<file path="src/hw/mm_ram_pkg.sv">
// Memory map and constants for the shared-RAM test harness
// Covers the RAM size, the virtual peripheral addresses and the
// magic values that the test status register understands

package mm_ram_pkg;

    // ----------------------------------------------------------------------
    // RAM geometry
    // ----------------------------------------------------------------------
    // Byte address width, 64 KiB of storage
    localparam int RAM_ADDR_WIDTH = 16;
    // Word address width for the 32-bit ports
    localparam int RAM_WORD_AW    = RAM_ADDR_WIDTH - 2;
    localparam int RAM_WORDS      = 2 ** RAM_WORD_AW;

    // ----------------------------------------------------------------------
    // Virtual peripheral addresses
    // ----------------------------------------------------------------------
    localparam logic [31:0] PRINT_ADDR  = 32'h1000_0000;
    localparam logic [31:0] DEBUG_ADDR  = 32'h1500_0000;
    localparam logic [31:0] STATUS_ADDR = 32'h2000_0000;
    localparam logic [31:0] EXIT_ADDR   = 32'h2000_0004;

    // Values written to STATUS_ADDR by the firmware
    localparam logic [31:0] TEST_PASS_VAL = 32'd123456789;
    localparam logic [31:0] TEST_FAIL_VAL = 32'd1;

    // ----------------------------------------------------------------------
    // Peripheral select codes between decoder and peripherals
    // ----------------------------------------------------------------------
    localparam int          VP_SEL_WIDTH = 2;
    localparam logic [1:0]  VP_SEL_PRINT  = 2'd0;
    localparam logic [1:0]  VP_SEL_STATUS = 2'd1;
    localparam logic [1:0]  VP_SEL_EXIT   = 2'd2;
    localparam logic [1:0]  VP_SEL_DEBUG  = 2'd3;

endpackage : mm_ram_pkg

</file>
<file path="src/hw/data_decode.sv">
// Data bus decoder
// Steers each data access to the RAM or to a virtual peripheral,
// grants immediately and returns the response one cycle later

module data_decode
    import mm_ram_pkg::*;
(
    input  logic                    clk_i,
    input  logic                    rst_i,

    // Data bus from the core
    input  logic                    data_req_i,
    input  logic [31:0]             data_addr_i,
    input  logic                    data_we_i,
    input  logic [3:0]              data_be_i,
    input  logic [31:0]             data_wdata_i,
    output logic                    data_gnt_o,
    output logic                    data_rvalid_o,
    output logic [31:0]             data_rdata_o,

    // RAM port B
    output logic                    ram_en_o,
    output logic                    ram_we_o,
    output logic [3:0]              ram_be_o,
    output logic [RAM_WORD_AW-1:0]  ram_addr_o,
    output logic [31:0]             ram_wdata_o,
    input  logic [31:0]             ram_rdata_i,

    // Virtual peripherals
    output logic                    vp_wr_o,
    output logic [VP_SEL_WIDTH-1:0] vp_sel_o,
    output logic [31:0]             vp_wdata_o
);

    logic ram_hit;
    logic vp_hit;
    logic rvalid_q;
    logic rd_ram_q;

    // ----------------------------------------------------------------------
    // Address decode
    // ----------------------------------------------------------------------
    // Anything below the RAM size lands in the RAM
    assign ram_hit = (data_addr_i[31:RAM_ADDR_WIDTH] == '0);

    always_comb begin
        vp_hit   = 1'b1;
        vp_sel_o = VP_SEL_PRINT;
        case (data_addr_i)
            PRINT_ADDR:  vp_sel_o = VP_SEL_PRINT;
            STATUS_ADDR: vp_sel_o = VP_SEL_STATUS;
            EXIT_ADDR:   vp_sel_o = VP_SEL_EXIT;
            DEBUG_ADDR:  vp_sel_o = VP_SEL_DEBUG;
            // Unmapped, writes are dropped and reads give zero
            default:     vp_hit   = 1'b0;
        endcase
    end

    // Memory never stalls
    assign data_gnt_o = data_req_i;

    // RAM port B
    assign ram_en_o    = data_req_i && ram_hit;
    assign ram_we_o    = data_req_i && ram_hit && data_we_i;
    assign ram_be_o    = data_be_i;
    assign ram_addr_o  = data_addr_i[RAM_ADDR_WIDTH-1:2];
    assign ram_wdata_o = data_wdata_i;

    // Peripheral write strobe in the request cycle
    assign vp_wr_o    = data_req_i && data_we_i && vp_hit;
    assign vp_wdata_o = data_wdata_i;

    // ----------------------------------------------------------------------
    // Response
    // ----------------------------------------------------------------------
    always_ff @(posedge clk_i) begin
        if (rst_i) begin
            rvalid_q <= 1'b0;
            rd_ram_q <= 1'b0;
        end else begin
            rvalid_q <= data_req_i;
            // Only RAM reads carry data back
            rd_ram_q <= data_req_i && ram_hit && !data_we_i;
        end
    end

    assign data_rvalid_o = rvalid_q;
    assign data_rdata_o  = rd_ram_q ? ram_rdata_i : 32'h0;

    a_addr_known : assert property (
        @(posedge clk_i) disable iff (rst_i)
        data_req_i |-> !$isunknown(data_addr_i)
    ) else $error("data_decode: data_addr_i unknown during a request");

endmodule : data_decode

</file>
<file path="config.mk">
export PLATFORM = sky130hd
export DESIGN_NAME = data_decode
export DESIGN_NICKNAME = d
export VERILOG_FILES = /design/src/hw/mm_ram_pkg.sv /design/src/hw/data_decode.sv
export SDC_FILE = /design/constraint.sdc
export NUM_CORES = 1
export LEC_CHECK = 0
export BUFFER_PORTS_ARGS = -buffer_cell sky130_fd_sc_hd__buf_2
export CAP_MARGIN = 20
export CORE_AREA = 2 2 87 89
export CTS_BUF_LIST = sky130_fd_sc_hd__clkbuf_8 sky130_fd_sc_hd__clkbuf_16
export DETAILED_ROUTE_END_ITERATION = 12
export DIE_AREA = 0 0 89 91
export PLACE_DENSITY = 0.6
export SLEW_MARGIN = 15
export SYNTH_ARGS = -nofsm -noshare
export SYNTH_HDL_FRONTEND = slang
export SYNTH_SLANG_ARGS = --single-unit
</file>
<file path="constraint.sdc">
create_clock -name clk_i -period 1.7 [get_ports clk_i]
set_input_delay 0.17 -clock clk_i [delete_from_list [all_inputs] [get_ports clk_i]]
set_output_delay 0.17 -clock clk_i [all_outputs]
set_load 0.02 [all_outputs]
</file>
After elaboration in Yosys (flattened, before gate mapping):

Index checks and enable logic that the tools add are counted.

* mux-type cells: 3
* reductions and logical operators: 8
* equal/unequal tests: 4

Operators with widths (number)
* 32-bit by 29-bit equality test with 1-bit output, second input constant: 2
* 32-bit by 30-bit equality test with 1-bit output, second input constant: 2
* 32-bit two-way mux: 1
* 16-bit logical NOT: 1
* 2-bit one-hot mux with 3 select lines: 1
* 1-bit logical AND: 5
* 4-bit OR reduction: 1
* 1-bit logical NOT: 1
* 1-bit two-way mux: 1

* logic and storage cells: 17
* output and inout bits: 121
* register bits after elaboration: 2

Logic depth before layout (Yosys ltp):

Gate-level depths: netlist (run 1).

* depth in word-level cells: 4
* depth in mapped cells: 3

Worst setup path before layout (run 1):

OpenSTA, ideal clock, no wires.

* kind: input to output
* from: input port data_addr_i[1]
* to: output port vp_wr_o
* data arrival time: 1.199 ns
* data required time: 1.530 ns
* stages on the path: 3
* path buffers: 0
* setup slack: 0.331 ns
* cell sequence: nor4_1 > nand4_1 > a2111oi_2

* cells in the longest elaborated chain, start to end: 4
* elaborated cells on any way between the ends: 7

RTL lines
* from (decl): RTL line data_decode.sv:13 `input logic [31:0] data_addr_i,`
* 32-bit by 29-bit equality test with 1-bit output / 32-bit by 30-bit equality test with 1-bit output (equally long branches): RTL line data_decode.sv:49 `case (data_addr_i)`
* 4-bit OR reduction (no line) *
* 1-bit two-way mux *: RTL line data_decode.sv:49
* 1-bit logical AND *: RTL line data_decode.sv:70 `assign vp_wr_o = data_req_i && data_we_i && vp_hit;`
* to (decl): RTL line data_decode.sv:30 `output logic vp_wr_o,`

Mark *: on every way between the ends. The rest lies on a longest branch, timed or not.

Worst setup path after layout (run 1):

Ends and elaborated chain as after synthesis.

==> results.txt, run 1 <==
----------------------------------------------------
[STA]
  Peak clock frequency supported by timing ... 0.659 GHz
  Summed negative setup slack over all endpoints ... 0 ns
  Count of pins over their slew limit ... 0
  Unrepaired setup endpoints after global routing ... false
  Post-route minimum period ... 1.52 ns
  Final hold violation count ... 0
  Actual slew at the worst max-slew pin ... 0.386 ns
  Slew headroom ... 0.741
  Count of final setup violators ... 0
  Ratio of final minimum period to clock period ... 0.893

[Synthesis]
  Count of synthesis-stage warnings from yosys ... 0
  Cell types with the largest area share after synthesis ... sky130_fd_sc_hd__buf_4 56%, sky130_fd_sc_hd__and2_1 18%, sky130_fd_sc_hd__nor4_4 5.7%, sky130_fd_sc_hd__dfxtp_1 3.6%, sky130_fd_sc_hd__a2111oi_2 2.7%
  Share of flip-flops with an asynchronous set or reset ... 0
  Most common cell in the synthesized netlist ... sky130_fd_sc_hd__buf_4
  Top cells by instance count after synthesis ... 83 x sky130_fd_sc_hd__buf_4, 32 x sky130_fd_sc_hd__and2_1, 4 x sky130_fd_sc_hd__nor4_1
  Avg Synthesized Cell Area ... 7.47 um^2
  Main synth FF type ... sky130_fd_sc_hd__dfxtp_1
  Yosys top cell area share ... 0.560
  Synthesized netlist net count ... 253
  Count of different cell masters after synthesis ... 20
  Portion of the post-synthesis area used by sequential elements ... 0.0360
  Total of flip-flops plus latches after synthesis ... 2
  Mapped Cells ... 149
  Library cell occupying the most area in the post-synthesis netlist ... sky130_fd_sc_hd__buf_4
  Total standard cell area after synthesis ... 1110 um^2
  Number of enable-type register cells in the synthesized netlist ... 0

[Drt]
  Detailed Routing Iterations Pass 1 ... 3
  Total DRC errors in the routed layout ... 0
  Aggregate routed wire length ... 3240 um
  Routed WL per cell ... 11.3 um
  Remaining antenna violation count ... 0
  Routed via count ... 983
  Average vias per placed instance ... 3.43
  DRC marker count from the first detailed-route iteration ... 9

[Setup path]
  Data required time of the critical path ... 1.53 ns
  Startpoint of the worst setup timing path ... data_addr_i[1]
  Worst setup path category ... in -> out
  Startpoint kind of the worst setup timing path ... input port
  CP Data Arrival Time ... 1.35 ns
  Critical-path maximum fanout ... 3
  Sort of element at the end of the critical path ... output pin

[GRT]
  GRT Util Overall ... 0.0714
  Wire length of the first global-routing pass ... 4660 um
  Number of global-route vias before repair ... 979
  Pin count of the biggest net entering global routing ... 23
  Antenna violations before repair ... 0
  Total global routing overflow ... 0

[Hold path]
  Startpoint of the tightest hold check path ... rst_i
  Worst hold-check path type ... in -> reg
  Cell depth of the worst min-delay path ... 2
  Sink of the worst hold path ... data_rvalid_o

[CTS]
  Post-CTS setup repair buffer count ... 0
  Post-cts gate resize count ... 0
  Root buffer selected by CTS ... sky130_fd_sc_hd__clkbuf_8
  Clock buffer count from CTS ... 3
  Clk pin slew, worst setup/hold paths ... 0.03 ns
  # clock sinks ... 2
  Number of buffers between clock root and the deepest sink ... 2
  TritonCTS clock tree ... built
  Number of buffers inserted for hold repair after clock tree synthesis ... 0
  H-tree depth ... 1

[Die]
  Die area ... 8100 um^2
  Placeable Area ... 7140 um^2
  Number of I/O pins ... 225
  Effective utilization at floorplan ... 0.156
  Number of standard-cell rows in the floorplan ... 31
  Vertical die dimension ... 91 um
  Width of the die ... 89 um

[Run status]
  Status ... finished clean

[Place]
  Gp weighted congestion ... 0.763
  Number of I/O port buffers ... 120
  Placed wire-length estimate after detailed placement ... 2960 um

[Finish]
  Antenna diodes ... 0
  Number of nets in the layout ... 294
  Finished Core Util ... 0.176
  FILL cells ... 861
  Fraction of layout cells with a size suffix above 1 ... 0.702
  Area added between synthesis and finish ... 13.2%

[Pwr]
  Total design power ... 0.388 mW
  Leak ... 0.710 nW
  Total power divided by cell area ... 308 nW/um^2
  Maximum ir drop on the vdd rail ... 0.205 mV

[Run]
  Number of violations of the max-capacitance limit ... 0

----------------------------------------------------
worst max-delay path: stages:
cell	delay, ns
sky130_fd_sc_hd__buf_2	0.10
sky130_fd_sc_hd__nor4_1	0.29
sky130_fd_sc_hd__nand4_1	0.22
sky130_fd_sc_hd__a2111oi_2	0.34
sky130_fd_sc_hd__buf_2	0.23
routing by layer:
metal | part of all wire | track usage
met1 | 0.39 | 0.0877
met2 | 0.47 | 0.111
met3 | 0.14 | 0.0345
met4 | 0.00062 | 0.0174
met5 | 0 | 0
power by group:
| group | internal [mW] | switching (mW) | total, mW |
|---|---|---|---|
| clock | 0.150 | 0.0352 | 0.185 |
| combinational | 0.0765 | 0.0777 | 0.154 |
| sequential | 0.0486 | 0.000208 | 0.0488 |
cell families after synthesis:
| logic type | share of synthesized area |
|---|---|
| buffers and inverters | 0.574 |
| and+or+nand+nor | 0.352 |
| AOI/OAI and AO/OA | 0.0382 |
| DFF | 0.0360 |
worst max-delay path by stage:
stage | end | slack, ns
after global routing | vp_sel_o[0] | 0.04
final | vp_wr_o | 0.18
after floorplan | vp_wr_o | 0.33
after detailed placement | vp_sel_o[0] | 0.15
after CTS | vp_sel_o[0] | 0.15
after global placement | vp_wr_o | 0.15
per-stage QoR:
step	instance area (um^2)	hold WS, ns	instances	setup WS (ns)
detailed placement	1220	0.340	284	0.153
global route	1260	0.155	287	0.0386
CTS	1260	0.132	287	0.150
global placement	1220	0.340	284	0.153
finish	1260	0.140	287	0.183
floorplan	1110	0.242	149	0.331
cell type report:
cell class                 count  area (um^2)  share of cell area
clock buffer                   3         41.3              0.0328
inverter                       1         3.75             0.00298
multi-input combinational     60          434               0.345
sequential                     2         40.0              0.0318
tap                           99          124              0.0984
timing repair buffer         122          616               0.489
flip-flops by register name, indices dropped and copies added, names as in the netlist:
register and count:
rd_ram_q 1, data_rvalid_o 1
cell usage in the layout, fill, tap and decap left out:
| master | n |
|---|---|
| sky130_fd_sc_hd__nor3b_2 | 1 |
| sky130_fd_sc_hd__and2_1 | 32 |
| sky130_fd_sc_hd__inv_1 | 1 |
| sky130_fd_sc_hd__nor3_1 | 3 |
| sky130_fd_sc_hd__clkbuf_8 | 3 |
| sky130_fd_sc_hd__nand2_1 | 2 |
| sky130_fd_sc_hd__nand4_1 | 1 |
| sky130_fd_sc_hd__a2111oi_2 | 2 |
| sky130_fd_sc_hd__nor4_4 | 3 |
| sky130_fd_sc_hd__nand3_1 | 3 |
| sky130_fd_sc_hd__nand3b_1 | 1 |
| sky130_fd_sc_hd__o21ai_1 | 1 |
| sky130_fd_sc_hd__nand3_2 | 1 |
| sky130_fd_sc_hd__buf_4 | 2 |
| sky130_fd_sc_hd__nand4b_1 | 1 |
| sky130_fd_sc_hd__buf_2 | 120 |
| sky130_fd_sc_hd__nor2_1 | 2 |
| sky130_fd_sc_hd__nor2b_1 | 2 |
| sky130_fd_sc_hd__nor4_1 | 4 |
| sky130_fd_sc_hd__a211oi_1 | 1 |
| sky130_fd_sc_hd__dfxtp_1 | 2 |
Note: power is estimated with default switching activity, not from simulation.
==> run 2: changes to the inputs <==
Clock period 1.7 ns to 1.9 ns, I/O delays scaled along.
==> results.txt, run 2 (synthesis results as in run 1) <==
----------------------------------------------------
[STA]
  Summed negative setup slack over all endpoints ... 0 ns (unchanged)
  Slew headroom ... 0.751 (+0.00999)
  Count of pins over their slew limit ... 0 (unchanged)
  Ratio of final minimum period to clock period ... 0.816
  Final hold violation count ... 0 (unchanged)
  Unrepaired setup endpoints after global routing ... false
  Setup slack of the critical path after layout ... 0.349 ns (+0.166 ns)
  Actual slew at the worst max-slew pin ... 0.371 ns (-0.0149 ns)
  Minimum hold slack ... 0.155 ns (+0.0149 ns)
  Count of final setup violators ... 0 (unchanged)
  Peak clock frequency supported by timing ... 0.645 GHz
  Post-route minimum period ... 1.55 ns

[Drt]
  Length of routed wiring on met1 ... 1230 um (-3.1%)
  Remaining antenna violation count ... 0 (unchanged)
  Average vias per placed instance ... 3.37 (-1.5%)
  Detailed Routing Iterations Pass 1 ... 2 (-1)
  DRC marker count from the first detailed-route iteration ... 16 (+7)
  Top routing layer in use ... met4
  Total DRC errors in the routed layout ... 0 (unchanged)
  Met2 wire length ... 1520 um (+0.73%)
  Routed via count ... 968 (-1.5%)
  Routed WL per cell ... 11.4 um (+0.99%)
  Met3 wirelength from detailed routing ... 492 um (+8.8%)
  Aggregate routed wire length ... 3270 um (+0.99%)

[Die]
  Placeable Area ... 7140 um^2 (unchanged)
  Number of I/O pins ... 225 (unchanged)
  Number of standard-cell rows in the floorplan ... 31 (unchanged)
  Width of the die ... 89 um (unchanged)
  Die area ... 8100 um^2 (unchanged)
  Effective utilization at floorplan ... 0.156 (unchanged)
  Vertical die dimension ... 91 um (unchanged)

[Setup path]
  CP Data Arrival Time ... 1.36 ns (about the same)
  Dominant delay contributor by cell family on the critical path ... simple AND/OR/NAND/NOR gates
  Critical-path maximum fanout ... 3 (unchanged)
  Critical-path cell with the highest stage delay ... sky130_fd_sc_hd__a2111oi_2
  Max incr delay on CP ... 0.33 ns (about the same)
  Number of gates on the worst path with buffers counted ... 5 (unchanged)
  Critical path buffer and inverter count ... 2 (unchanged)
  Startpoint of the worst setup timing path ... data_addr_i[11]
  Worst setup path category ... in -> out
  Sort of element at the end of the critical path ... output pin
  Data required time of the critical path ... 1.71 ns (+0.18 ns)
  Startpoint kind of the worst setup timing path ... input port
  CP dominant cell by count ... sky130_fd_sc_hd__buf_2
  Crit-path cells ... buf_2 -> nor4_1 -> nand4_1 -> a2111oi_2 -> buf_2

[Place]
  Placed wire-length estimate after detailed placement ... 2960 um (about the same)
  Number of I/O port buffers ... 120 (unchanged)
  Gp weighted congestion ... 0.759 (-0.54%)
  Post-placement worst setup slack ... 0.331 ns (+0.178 ns)
  Standard cell area after detailed placement ... 1220 um^2 (unchanged)

[Finish]
  Area added between synthesis and finish ... 13.2% (unchanged)
  Number of nets in the layout ... 294 (unchanged)
  FILL cells ... 871 (+1.2%)
  Non-Filler Cell Area, Final ... 1260 um^2 (unchanged)
  Top library cells by usage in the layout, fill and taps aside ... 120 x sky130_fd_sc_hd__buf_2, 32 x sky130_fd_sc_hd__and2_1, 4 x sky130_fd_sc_hd__nor4_1
  Finished Core Util ... 0.176 (unchanged)
  Antenna diodes ... 0 (unchanged)
  Most frequent standard cell in the layout excluding fill and tap cells ... sky130_fd_sc_hd__buf_2
  Fraction of layout cells with a size suffix above 1 ... 0.702 (unchanged)

[CTS]
  TritonCTS clock tree ... built
  H-tree depth ... 1 (unchanged)
  Number of buffers inserted for hold repair after clock tree synthesis ... 0 (unchanged)
  Clk pin slew, worst setup/hold paths ... 0.03 ns (about the same)
  Clock buffer count from CTS ... 3 (unchanged)
  Number of buffers between clock root and the deepest sink ... 2 (unchanged)
  # clock sinks ... 2 (unchanged)
  Root buffer selected by CTS ... sky130_fd_sc_hd__clkbuf_8
  Post-cts gate resize count ... 0 (unchanged)
  Post-CTS setup repair buffer count ... 0 (unchanged)

[GRT]
  Wire length of the first global-routing pass ... 4600 um (-1.3%)
  Antenna violations before repair ... 0 (unchanged)
  Pin count of the biggest net entering global routing ... 23 (unchanged)
  Total global routing overflow ... 0 (unchanged)
  GRT Util Overall ... 0.0710 (-0.000364)
  Number of global-route vias before repair ... 955 (-2.5%)

[Run status]
  Status ... finished clean

[Pwr]
  Maximum ir drop on the vdd rail ... 0.189 mV (-7.6%)
  Leak ... 0.710 nW (unchanged)
  Total power divided by cell area ... 280 nW/um^2 (-9.2%)

[Run]
  Number of violations of the max-capacitance limit ... 0 (unchanged)

[Hold path]
  Cell depth of the worst min-delay path ... 2 (unchanged)
  Startpoint of the tightest hold check path ... rst_i
  Worst hold-check path type ... in -> reg

----------------------------------------------------
-- run 2: cell counts in the layout (fill, tap and decap cells not counted) --
Identical to the previous run, type by type.
-- run 2: worst paths after layout --
kind	end	slack, ns
worst min-delay path	data_rvalid_o	0.16
worst max-delay path	vp_wr_o	0.35
-- run 2: layout make-up --
class                   count  area [um^2]  share of cell area
multi-input cells          60          434               0.345
well taps                  99          124              0.0984
repair buffers            122          616               0.489
clock buffers               3         41.3              0.0328
flip-flops and latches      2         40.0              0.0318
inverters                   1         3.75             0.00298
-- run 2: stage by stage --
step | power, mW | cells
global route | 0.368 | 287
detailed placement | 0.184 | 284
floorplan | 0.314 | 149
global placement | 0.182 | 284
finish | 0.352 | 287
CTS | 0.359 | 287
-- run 2: layer usage --
layer  vias to the layer above  track usage
met2                        83        0.111
met5                         -            0
li1                        478            -
met1                       403       0.0839
met4                         0       0.0211
met3                         4       0.0373
-- run 2: power breakdown --
group	total (mW)	leakage, nW	internal, mW	switching, mW
combinational	0.139	0.672	0.0685	0.0708
sequential	0.0437	0.0164	0.0435	0.000186
clock	0.169	0.0216	0.134	0.0350
total	0.352	0.710	0.246	0.106
