$ cat src/hw/mm_ram_pkg.sv
// Memory map and constants for the shared-RAM test harness
// Covers the RAM size, the virtual peripheral addresses and the
// magic values that the test status register understands

package mm_ram_pkg;

    // ----------------------------------------------------------------------
    // RAM geometry
    // ----------------------------------------------------------------------
    // Byte address width, 64 KiB of storage
    localparam int RAM_ADDR_WIDTH = 16;
    // Word address width for the 32-bit ports
    localparam int RAM_WORD_AW    = RAM_ADDR_WIDTH - 2;
    localparam int RAM_WORDS      = 2 ** RAM_WORD_AW;

    // ----------------------------------------------------------------------
    // Virtual peripheral addresses
    // ----------------------------------------------------------------------
    localparam logic [31:0] PRINT_ADDR  = 32'h1000_0000;
    localparam logic [31:0] DEBUG_ADDR  = 32'h1500_0000;
    localparam logic [31:0] STATUS_ADDR = 32'h2000_0000;
    localparam logic [31:0] EXIT_ADDR   = 32'h2000_0004;

    // Values written to STATUS_ADDR by the firmware
    localparam logic [31:0] TEST_PASS_VAL = 32'd123456789;
    localparam logic [31:0] TEST_FAIL_VAL = 32'd1;

    // ----------------------------------------------------------------------
    // Peripheral select codes between decoder and peripherals
    // ----------------------------------------------------------------------
    localparam int          VP_SEL_WIDTH = 2;
    localparam logic [1:0]  VP_SEL_PRINT  = 2'd0;
    localparam logic [1:0]  VP_SEL_STATUS = 2'd1;
    localparam logic [1:0]  VP_SEL_EXIT   = 2'd2;
    localparam logic [1:0]  VP_SEL_DEBUG  = 2'd3;

endpackage : mm_ram_pkg

$ cat src/hw/vp_periph.sv
// Virtual peripherals of the test harness
// Character output, pass/fail status, exit code and debug request,
// all written through the data bus decoder

module vp_periph
    import mm_ram_pkg::*;
(
    input  logic                    clk_i,
    input  logic                    rst_i,

    input  logic                    vp_wr_i,
    input  logic [VP_SEL_WIDTH-1:0] vp_sel_i,
    input  logic [31:0]             vp_wdata_i,

    output logic                    stdout_valid_o,
    output logic [7:0]              stdout_char_o,
    output logic                    tests_passed_o,
    output logic                    tests_failed_o,
    output logic                    exit_valid_o,
    output logic [31:0]             exit_value_o,
    output logic                    debug_req_o
);

    logic wr_print;
    logic wr_status;
    logic wr_exit;
    logic wr_debug;
    logic verdict_open;

    assign wr_print  = vp_wr_i && (vp_sel_i == VP_SEL_PRINT);
    assign wr_status = vp_wr_i && (vp_sel_i == VP_SEL_STATUS);
    assign wr_exit   = vp_wr_i && (vp_sel_i == VP_SEL_EXIT);
    assign wr_debug  = vp_wr_i && (vp_sel_i == VP_SEL_DEBUG);

    // First verdict written sticks until reset
    assign verdict_open = !tests_passed_o && !tests_failed_o;

    // ----------------------------------------------------------------------
    // Pulses and sticky flags
    // ----------------------------------------------------------------------
    always_ff @(posedge clk_i) begin
        if (rst_i) begin
            stdout_valid_o <= 1'b0;
            debug_req_o    <= 1'b0;
            tests_passed_o <= 1'b0;
            tests_failed_o <= 1'b0;
            exit_valid_o   <= 1'b0;
        end else begin
            stdout_valid_o <= wr_print;
            debug_req_o    <= wr_debug;
            if (wr_status && verdict_open) begin
                tests_passed_o <= (vp_wdata_i == TEST_PASS_VAL);
                tests_failed_o <= (vp_wdata_i == TEST_FAIL_VAL);
            end
            if (wr_exit) begin
                exit_valid_o <= 1'b1;
            end
        end
    end

    // Payload registers
    always_ff @(posedge clk_i) begin
        if (wr_print) begin
            stdout_char_o <= vp_wdata_i[7:0];
        end
        if (wr_exit) begin
            exit_value_o <= vp_wdata_i;
        end
    end

    a_verdict_exclusive : assert property (
        @(posedge clk_i) disable iff (rst_i)
        !(tests_passed_o && tests_failed_o)
    ) else $error("vp_periph: passed and failed both set");

    a_exit_sticky : assert property (
        @(posedge clk_i) $fell(exit_valid_o) |-> $past(rst_i)
    ) else $error("vp_periph: exit_valid_o dropped without reset");

endmodule : vp_periph

$ cat config.mk
export PLATFORM = sky130hd
export DESIGN_NAME = vp_periph
export DESIGN_NICKNAME = d
export VERILOG_FILES = /design/src/hw/mm_ram_pkg.sv /design/src/hw/vp_periph.sv
export SDC_FILE = /design/constraint.sdc
export NUM_CORES = 1
export LEC_CHECK = 0
export BUFFER_PORTS_ARGS = -buffer_cell sky130_fd_sc_hd__buf_2
export CAP_MARGIN = 20
export CORE_MARGIN = 5
export CORE_UTILIZATION = 27
export DETAILED_ROUTE_END_ITERATION = 10
export GPL_TIMING_DRIVEN = 0
export SLEW_MARGIN = 30
export SYNTH_ARGS = -nofsm -noshare
export SYNTH_HDL_FRONTEND = slang
export SYNTH_SLANG_ARGS = --single-unit
$ cat constraint.sdc
create_clock -name clk_i -period 1.7 [get_ports clk_i]
set_clock_uncertainty 0.1 [all_clocks]
set_input_delay 0.17 -clock clk_i [delete_from_list [all_inputs] [get_ports clk_i]]
set_output_delay 0.17 -clock clk_i [all_outputs]
set_load 0.005 [all_outputs]
== Word-level counts from Yosys, hierarchy flattened ==
Cells that the tools add are included.
Operators by class
  equality and inequality tests: 5
  reduce and logical (&&, ||, !) cells: 9
Operators by type and width (number)
  equality test 32 x 1 -> 1 bit, second input constant: 1
  equality test 32 x 27 -> 1 bit, second input constant: 1
  logical AND 1 bit: 6
  equality test 2 bit, second input constant: 2
  equality test 2 x 1 -> 1 bit, second input constant: 1
  zero test 1 bit: 2
  zero test 2 bit: 1
Word-level totals
  register bits after elaboration: 45
  input port bits: 37
  output and inout port bits: 45
  logic and storage cells: 21

== Longest topological paths before layout ==
Gate-level depths: netlist (run 1).
  word-level depth: 3
  mapped depth: 3
  mapped depth without buffers: 3

== Worst setup path after synthesis (run 1) ==
No wires, ideal clock.
  kind: in2reg
  start point: in vp_sel_i[0]
  end point: reg exit_value_o[0], enable pin
  library setup time: 0.393 ns
  arrival time: 1.075 ns
  data required time: 1.207 ns
  setup slack: 0.132 ns
  cell stages on the path: 1
  buffers on the path: 0
  path through: and3b_1
On the way
  word-level cells in the longest chain between the ends: 2
RTL lines
  start: declaration: line vp_periph.sv:12  | input logic [VP_SEL_WIDTH-1:0] vp_sel_i,
  equality test 2 bit: line vp_periph.sv:32  | assign wr_exit = vp_wr_i && (vp_sel_i == VP_SEL_EXIT);
  logical AND 1 bit: line vp_periph.sv:32
  end signal: assignment: line vp_periph.sv:67  | exit_value_o <= vp_wdata_i;
  end: declaration: line vp_periph.sv:20  | output logic [31:0] exit_value_o,
No other way between the ends.
A chain may end at the register's enable or synchronous reset.

== Worst setup path in the final report (run 1) ==
  start point: in vp_wdata_i[16]
  end point: reg tests_passed_o
On the way
  word-level cells in the longest chain between the ends: 1
RTL lines
  start: declaration: line vp_periph.sv:13  | input logic [31:0] vp_wdata_i,
  equality test 32 x 27 -> 1 bit: line vp_periph.sv:52  | tests_passed_o <= (vp_wdata_i == TEST_PASS_VAL);
  end signal: assignment: line vp_periph.sv:52
  end: declaration: line vp_periph.sv:17  | output logic tests_passed_o,
No other way between the ends.

==> impl_metrics.toml, run 1 <==
[setup_path]
worstPathMaxFanout = 3
timing.critical_path.required_ps = 1810
r2r_setup_slack_ps = 430
endpoint_kind = "flop"
worst_setup_path_start_kind = "input pin"
critical_path_arrival_ps = 1700
critPathKind = "in2reg"
worst-r2r-cell-count = 3
crit-reg2reg-launch = "tests_failed_o$_SDFFE_PP0P_"
worst_r2r_endpoint = "tests_failed_o$_SDFFE_PP0P_"

[min_path]
holdCritPathClass = "in2reg"
hold_depth = 1
holdCritStartpoint = "vp_wdata_i[4]"
hold-path-endpoint = "exit_value_o[4]$_DFFE_PP_"

[synth]
synth_warn = 0
synth.lib_cells_used.distinct = 18
seq_area_frac_synth_pct = 87.32
synth.avg_cell_area_um2 = 20.41
postSynth.topFlopCell = "sky130_fd_sc_hd__edfxtp_1"
syn_inst = 73
ys_top_cells_by_count = "sky130_fd_sc_hd__edfxtp_1, sky130_fd_sc_hd__nor4_1, sky130_fd_sc_hd__dfxtp_1"
synth.ff_latch_count = 45
synthMostInstantiatedCell = "sky130_fd_sc_hd__edfxtp_1"
mappedNetlistNets = 110
post-synth-top-area-cell = "sky130_fd_sc_hd__edfxtp_1"
cell_types_with_the_largest_area_share_after_synthesis = "sky130_fd_sc_hd__edfxtp_1, sky130_fd_sc_hd__dfxtp_1, sky130_fd_sc_hd__nor4_1"
synth-edff-count = 40
netlist_area_pre_place_mm2 = 0.001490
async_reset_ff_share_pct = 0
synth_top_area_share_pct = 80.60

[global_route]
global_route_wire_length_before_repair_um = 6230
globalRouteTotalUtil_pct = 11.05
grt_busiest_layer = "met2"
met2_global_route_usage_pct = 19.30
grt_overflow = 0
antenna_violations_before_repair = 0
pin_count_of_the_biggest_net_entering_global_routing = 19
grtUsageMet1_pct = 12.35
met3_track_usage_gr_pct = 4.907
grt_pass1_vias = 1280

[routing]
drtAntennaViolNets = 0
vias = 1117
drc = 0
routed_via_density = 4.215
wirelength_um = 3787
avgRoutedWirePerCell_um = 14.29
drtPass1Iterations = 4
dr.first_iter.drc_count = 36

[timing]
finalCritPeriodShare_pct = 93.31
setup_violations = 0
tightest_slew_margin_relative_to_the_limit_pct = 51.03
timing.final.crit_period_ps = 1586
maxClockFrequency_mhz = 630.4
finalHoldViolations = 0
rsz_0062_raised_after_global_routing = "false"
final_max_slew_viol_count = 0
worst-slew-pin-transition_ps = 731.4
setup_slack_ps = 113.8
fin_tns_setup_ps = 0

[floorplan]
num_io_pins = 82
floorplan.rows = 27
core-area_mm2 = 0.005439
start_util_pct = 27.40
fp.dieArea_mm2 = 0.007105
die_h_um = 84.29
chipWidth_um = 84.29

[clocking]
cts_tree = "yes"
post-cts-setup-buffers = 0
cts.path.max_buffers = 2
clk_pin_slew_ps = 80
cts-buffers-inserted = 5
cts_max_level = 2
worstSkewPairLatency_ps = 290
tritoncts_num_sinks = 45
cts_root_buffer = "sky130_fd_sc_hd__clkbuf_8"

[finish]
post-route-cell-area_mm2 = 0.002460
fin_cells = 265
flow.area_growth_from_synthesis_pct = 65.07
design.final.nets = 229
number_of_diodes = 0
layout_cells_sized_above_1_pct = 49.22

[job]
max_cap_violations = 0

[placement]
gp_routability_congestion = 0.6845
place_worst_setup_slack_ps = 237.3
post_dp_cell_area_mm2 = 0.002019
dp_cells = 227
post-dp-hpwl_um = 2646
io_buffer_count = 81

[power_and_ir_drop]
power.internal_mw = 1.956
sequential_power_share_pct = 52.8
p_clk_share_pct = 38.7
power_density_mw_per_mm2 = 974.8
power.share.combinational_pct = 8.5
power.switching_mw = 0.4420
cellLeakagePower_nw = 0.9816
switching_share_pct = 18.43
ir_worst_vdd_v = 0.0004475

[run_status]
run_status = "completed"
==> worst max-delay path: stages <==
cell                            delay (ps)
sky130_fd_sc_hd__dlygate4sd3_1         520
sky130_fd_sc_hd__buf_2                 120
sky130_fd_sc_hd__nand4_1               100
sky130_fd_sc_hd__or4_1                 590
sky130_fd_sc_hd__o32ai_2               200
==> per-stage QoR <==
| stage | total power [mW] | hold slack (ps) | util, % |
|---|---|---|---|
| floorplan | 1.322 | 141.6 | - |
| global placement | 1.434 | 262.8 | 36.51 |
| detailed placement | 1.444 | 266.0 | 37.13 |
| CTS | 2.429 | 7.111 | 45.11 |
| global route | 2.523 | 3.053 | 45.23 |
| finish | 2.398 | 17.45 | 45.23 |
==> state kept, by name, indices dropped and copies added (netlist names) <==
register,cells
tests_passed_o,1
exit_value_o,32
stdout_valid_o,1
exit_valid_o,1
stdout_char_o,8
debug_req_o,1
tests_failed_o,1
==> cell families after synthesis <==
family | after synthesis | synth area share, %
flops | 45 | 87.32
compound gates | 2 | 1.680
buf+inv | 2 | 0.5040
simple gates | 24 | 10.50
==> power by group through the flow <==
stage,Sequential [mW],Combinational [mW],Clock [mW]
detailed placement,1.29,0.152,0
global placement,1.29,0.142,0
finish,1.27,0.205,0.927
CTS,1.27,0.205,0.957
floorplan,1.30,0.0212,0
global route,1.27,0.224,1.03
==> area by class of cell <==
class	instances	area [um^2]
repair buffers	112	733.2
clock inverters	3	65.06
fillers	492	2979
flip-flops and latches	45	1301
inverters	2	7.507
clock buffers	5	68.82
multi-input cells	26	193.9
well taps	72	90.09
==> routing by layer <==
layer  share of wire, %  vias up
li1                   -      537
met1                 38      517
met2                 51       58
met3                9.8        5
met4               0.82        0
met5                  0        -
==> what timing repair did <==
action / CTS / global route
hold buffers: 30 / 0
endpoints found under the setup margin: 0 / 2
hold endpoints to repair: 36 / 0
resized for setup: 0 / 1
==> cell usage in the layout, fill, tap and decap left out, types with 2 or more instances in the layout <==
cell and count:
sky130_fd_sc_hd__inv_1 2, sky130_fd_sc_hd__dlygate4sd3_1 30, sky130_fd_sc_hd__nor4_1 6, sky130_fd_sc_hd__nor2_1 2, sky130_fd_sc_hd__dfxtp_1 5, sky130_fd_sc_hd__edfxtp_1 40, sky130_fd_sc_hd__nand4_1 4, sky130_fd_sc_hd__bufinv_16 2
sky130_fd_sc_hd__buf_2 81, sky130_fd_sc_hd__clkbuf_8 5
==> worst max-delay path by stage <==
stage,from,endpoint,slack (ps)
2_1_floorplan,vp_sel_i[0],exit_value_o[0]$_DFFE_PP_,130
3_3_place_gp,vp_sel_i[0],exit_value_o[25]$_DFFE_PP_,-330
3_5_place_dp,vp_sel_i[0],exit_value_o[17]$_DFFE_PP_,240
4_1_cts,vp_wdata_i[21],tests_failed_o$_SDFFE_PP0P_,50
5_1_grt,vp_wdata_i[16],tests_passed_o$_SDFFE_PP0P_,20
6_report,vp_wdata_i[16],tests_passed_o$_SDFFE_PP0P_,110
(Power assumes the default switching activity.)
==> run 2, diff against run 1 <==
--- a/config.mk
+++ b/config.mk
@@ -7,11 +7,13 @@
 export LEC_CHECK = 0
 export BUFFER_PORTS_ARGS = -buffer_cell sky130_fd_sc_hd__buf_2
 export CAP_MARGIN = 20
+export CORE_ASPECT_RATIO = 0.6
 export CORE_MARGIN = 5
 export CORE_UTILIZATION = 27
 export DETAILED_ROUTE_END_ITERATION = 10
 export GPL_TIMING_DRIVEN = 0
-export SLEW_MARGIN = 30
+export PLACE_DENSITY_LB_ADDON = 0.1
+export SLEW_MARGIN = 20
 export SYNTH_ARGS = -nofsm -noshare
 export SYNTH_HDL_FRONTEND = slang
 export SYNTH_SLANG_ARGS = --single-unit
==> run 2 against run 1 <==
Effect of this change: critical path depth unchanged; worst setup slack got worse by 2.9 ps; via count increased by 1.7%; global-route usage increased by 0.67 points; largest cell class unchanged; flip-flop and latch count unchanged; count of clock-buffer cells in the layout increased by 3.
==> impl_metrics.toml, run 2 (synthesis results as in run 1) <==
[timing]
fin_tns_setup_ps = 0
worst_hold_slack_ps = 13.06
setup_violations = 0
rsz_0062_raised_after_global_routing = "false"
final_max_slew_viol_count = 0
finalHoldViolations = 0
worst-slew-pin-transition_ps = 801.7
tightest_slew_margin_relative_to_the_limit_pct = 46.55
maxClockFrequency_mhz = 629.3
timing.final.crit_period_ps = 1589
finalCritPeriodShare_pct = 93.48

[floorplan]
floorplan.rows = 20
chipWidth_um = 105.9
die_h_um = 67.55
core-area_mm2 = 0.005205
start_util_pct = 28.63
num_io_pins = 82
fp.dieArea_mm2 = 0.007154

[finish]
largest_reg_flops = 32
filler_cell_count_in_the_final_layout = 482
registers_with_the_most_flip_flops = "exit_value_o (32), stdout_char_o (8)"
layout.area.seq_mm2 = 0.001301
layout_commonest_cell = "sky130_fd_sc_hd__buf_2"
layout.cells.most_common_list = "sky130_fd_sc_hd__buf_2, sky130_fd_sc_hd__edfxtp_1, sky130_fd_sc_hd__dlygate4sd3_1"
design.final.nets = 229
fin_cells = 260
multi_input_area_um2 = 193.9
post-route-cell-area_mm2 = 0.002394
layout_cells_sized_above_1_pct = 47.67
flow.area_growth_from_synthesis_pct = 60.62
top_register = "exit_value_o"

[setup_path]
timing.critical_path.required_ps = 1800
r2r_setup_slack_ps = 430
worst_setup_path_start_kind = "input pin"
crit-reg2reg-launch = "tests_failed_o$_SDFFE_PP0P_"
worst_setup_path_endpoint = "tests_failed_o$_SDFFE_PP0P_"
endpoint_kind = "flop"
critical_path_arrival_ps = 1690
worst-r2r-cell-count = 3
cp-startpoint = "vp_wdata_i[18]"
worstPathMaxFanout = 2
worst_r2r_endpoint = "tests_failed_o$_SDFFE_PP0P_"
critPathKind = "in2reg"

[job]
max_cap_violations = 0

[global_route]
global_route_wire_length_before_repair_um = 6120
antenna_violations_before_repair = 0
globalRouteTotalUtil_pct = 11.71
grt_overflow = 0
grt_pass1_vias = 1249
pin_count_of_the_biggest_net_entering_global_routing = 34

[power_and_ir_drop]
cellLeakagePower_nw = 0.9514
fin_total_pwr_mw = 2.139
power_density_mw_per_mm2 = 893.5
ir_worst_vdd_v = 0.0003095

[placement]
post_dp_cell_area_mm2 = 0.001984
io_buffer_count = 81
dp_cells = 220
post-dp-hpwl_um = 2738
gp_routability_congestion = 0.7074

[min_path]
holdCritPathClass = "in2reg"

[clocking]
tritoncts_num_sinks = 45
cts_root_buffer = "sky130_fd_sc_hd__clkbuf_8"
clk_pin_slew_ps = 80
cts-buffers-inserted = 5
cts_max_level = 2
cts_tree = "yes"
worstSkewPairLatency_ps = 290
cts.path.max_buffers = 2

[routing]
dr.first_iter.drc_count = 40
routed_via_density = 4.369
drc = 0
drtAntennaViolNets = 0
vias = 1136
wirelength_um = 4005
avgRoutedWirePerCell_um = 15.40
drtPass1Iterations = 4

[run_status]
run_status = "completed"
[run 2: cell count changes in the layout (fill, tap and decap cells not counted)]
cell / change
sky130_fd_sc_hd__bufinv_16: -2
sky130_fd_sc_hd__clkinv_2: -1
sky130_fd_sc_hd__buf_16: -1
sky130_fd_sc_hd__diode_2: +1
sky130_fd_sc_hd__clkbuf_1: +2
sky130_fd_sc_hd__dlygate4sd3_1: +1
sky130_fd_sc_hd__clkbuf_8: +1
[run 2: what timing repair did]
| action | 4_1_cts | 5_1_grt |
|---|---|---|
| endpoints found under the setup margin | 0 | 2 |
| hold endpoints to repair | 38 | 0 |
| setup buffers | 0 | 0 |
| resized for setup | 0 | 1 |
| hold buffers | 31 | 0 |
[run 2: worst max-delay path, stage by stage]
cell and delay [ps]:
sky130_fd_sc_hd__dlygate4sd3_1 530, sky130_fd_sc_hd__buf_2 130, sky130_fd_sc_hd__nor4_1 370, sky130_fd_sc_hd__nand4_1 210, sky130_fd_sc_hd__o32ai_1 290
[run 2: how the worst min path moves through the flow]
| stage | cells after the start | startpoint | slack, ps | end |
|---|---|---|---|---|
| floorplan | 1 | rst_i | 140 | stdout_valid_o$_SDFF_PP0_ |
| global placement | 1 | vp_wdata_i[9] | 270 | exit_value_o[9]$_DFFE_PP_ |
| detailed placement | 1 | vp_wdata_i[9] | 260 | exit_value_o[9]$_DFFE_PP_ |
| CTS | 2 | rst_i | 7 | exit_valid_o$_SDFFE_PP0P_ |
| global route | 1 | vp_wdata_i[4] | 9 | exit_value_o[4]$_DFFE_PP_ |
| finish | 1 | vp_wdata_i[4] | 10 | exit_value_o[4]$_DFFE_PP_ |
[run 2: cell type report]
type                       count  area share [%]
multi-input combinational     26           8.102
antenna                        1          0.1045
inverter                       2          0.3136
clock buffer                   8           3.764
timing repair buffer         112           29.90
tap                           66           3.450
sequential                    45           54.36
[run 2: power by group]
part           total [mW]  internal, mW  switching, mW  leakage, nW
Combinational       0.202         0.114         0.0881        0.498
Sequential           1.27          1.26         0.0110        0.408
Clock               0.670         0.332          0.338       0.0455
[run 2: routing by layer]
| layer | part of all wire [%] | up-vias | track usage (%) |
|---|---|---|---|
| met2 | 46 | 57 | 19.52 |
| met1 | 45 | 537 | 14.24 |
| li1 | - | 536 | - |
| met3 | 7.8 | 6 | 4.394 |
| met4 | 0.77 | 0 | 4.039 |
| met5 | 0 | - | 0 |
[run 2: metrics by stage]
step / util, % / setup WS [ps]
6_report: 45.99 / 110.9
5_1_grt: 45.94 / 16.39
4_1_cts: 45.82 / 16.88
3_5_place_dp: 38.13 / 142.5
3_3_place_gp: 38.00 / -311.1
2_1_floorplan: - / 132.0
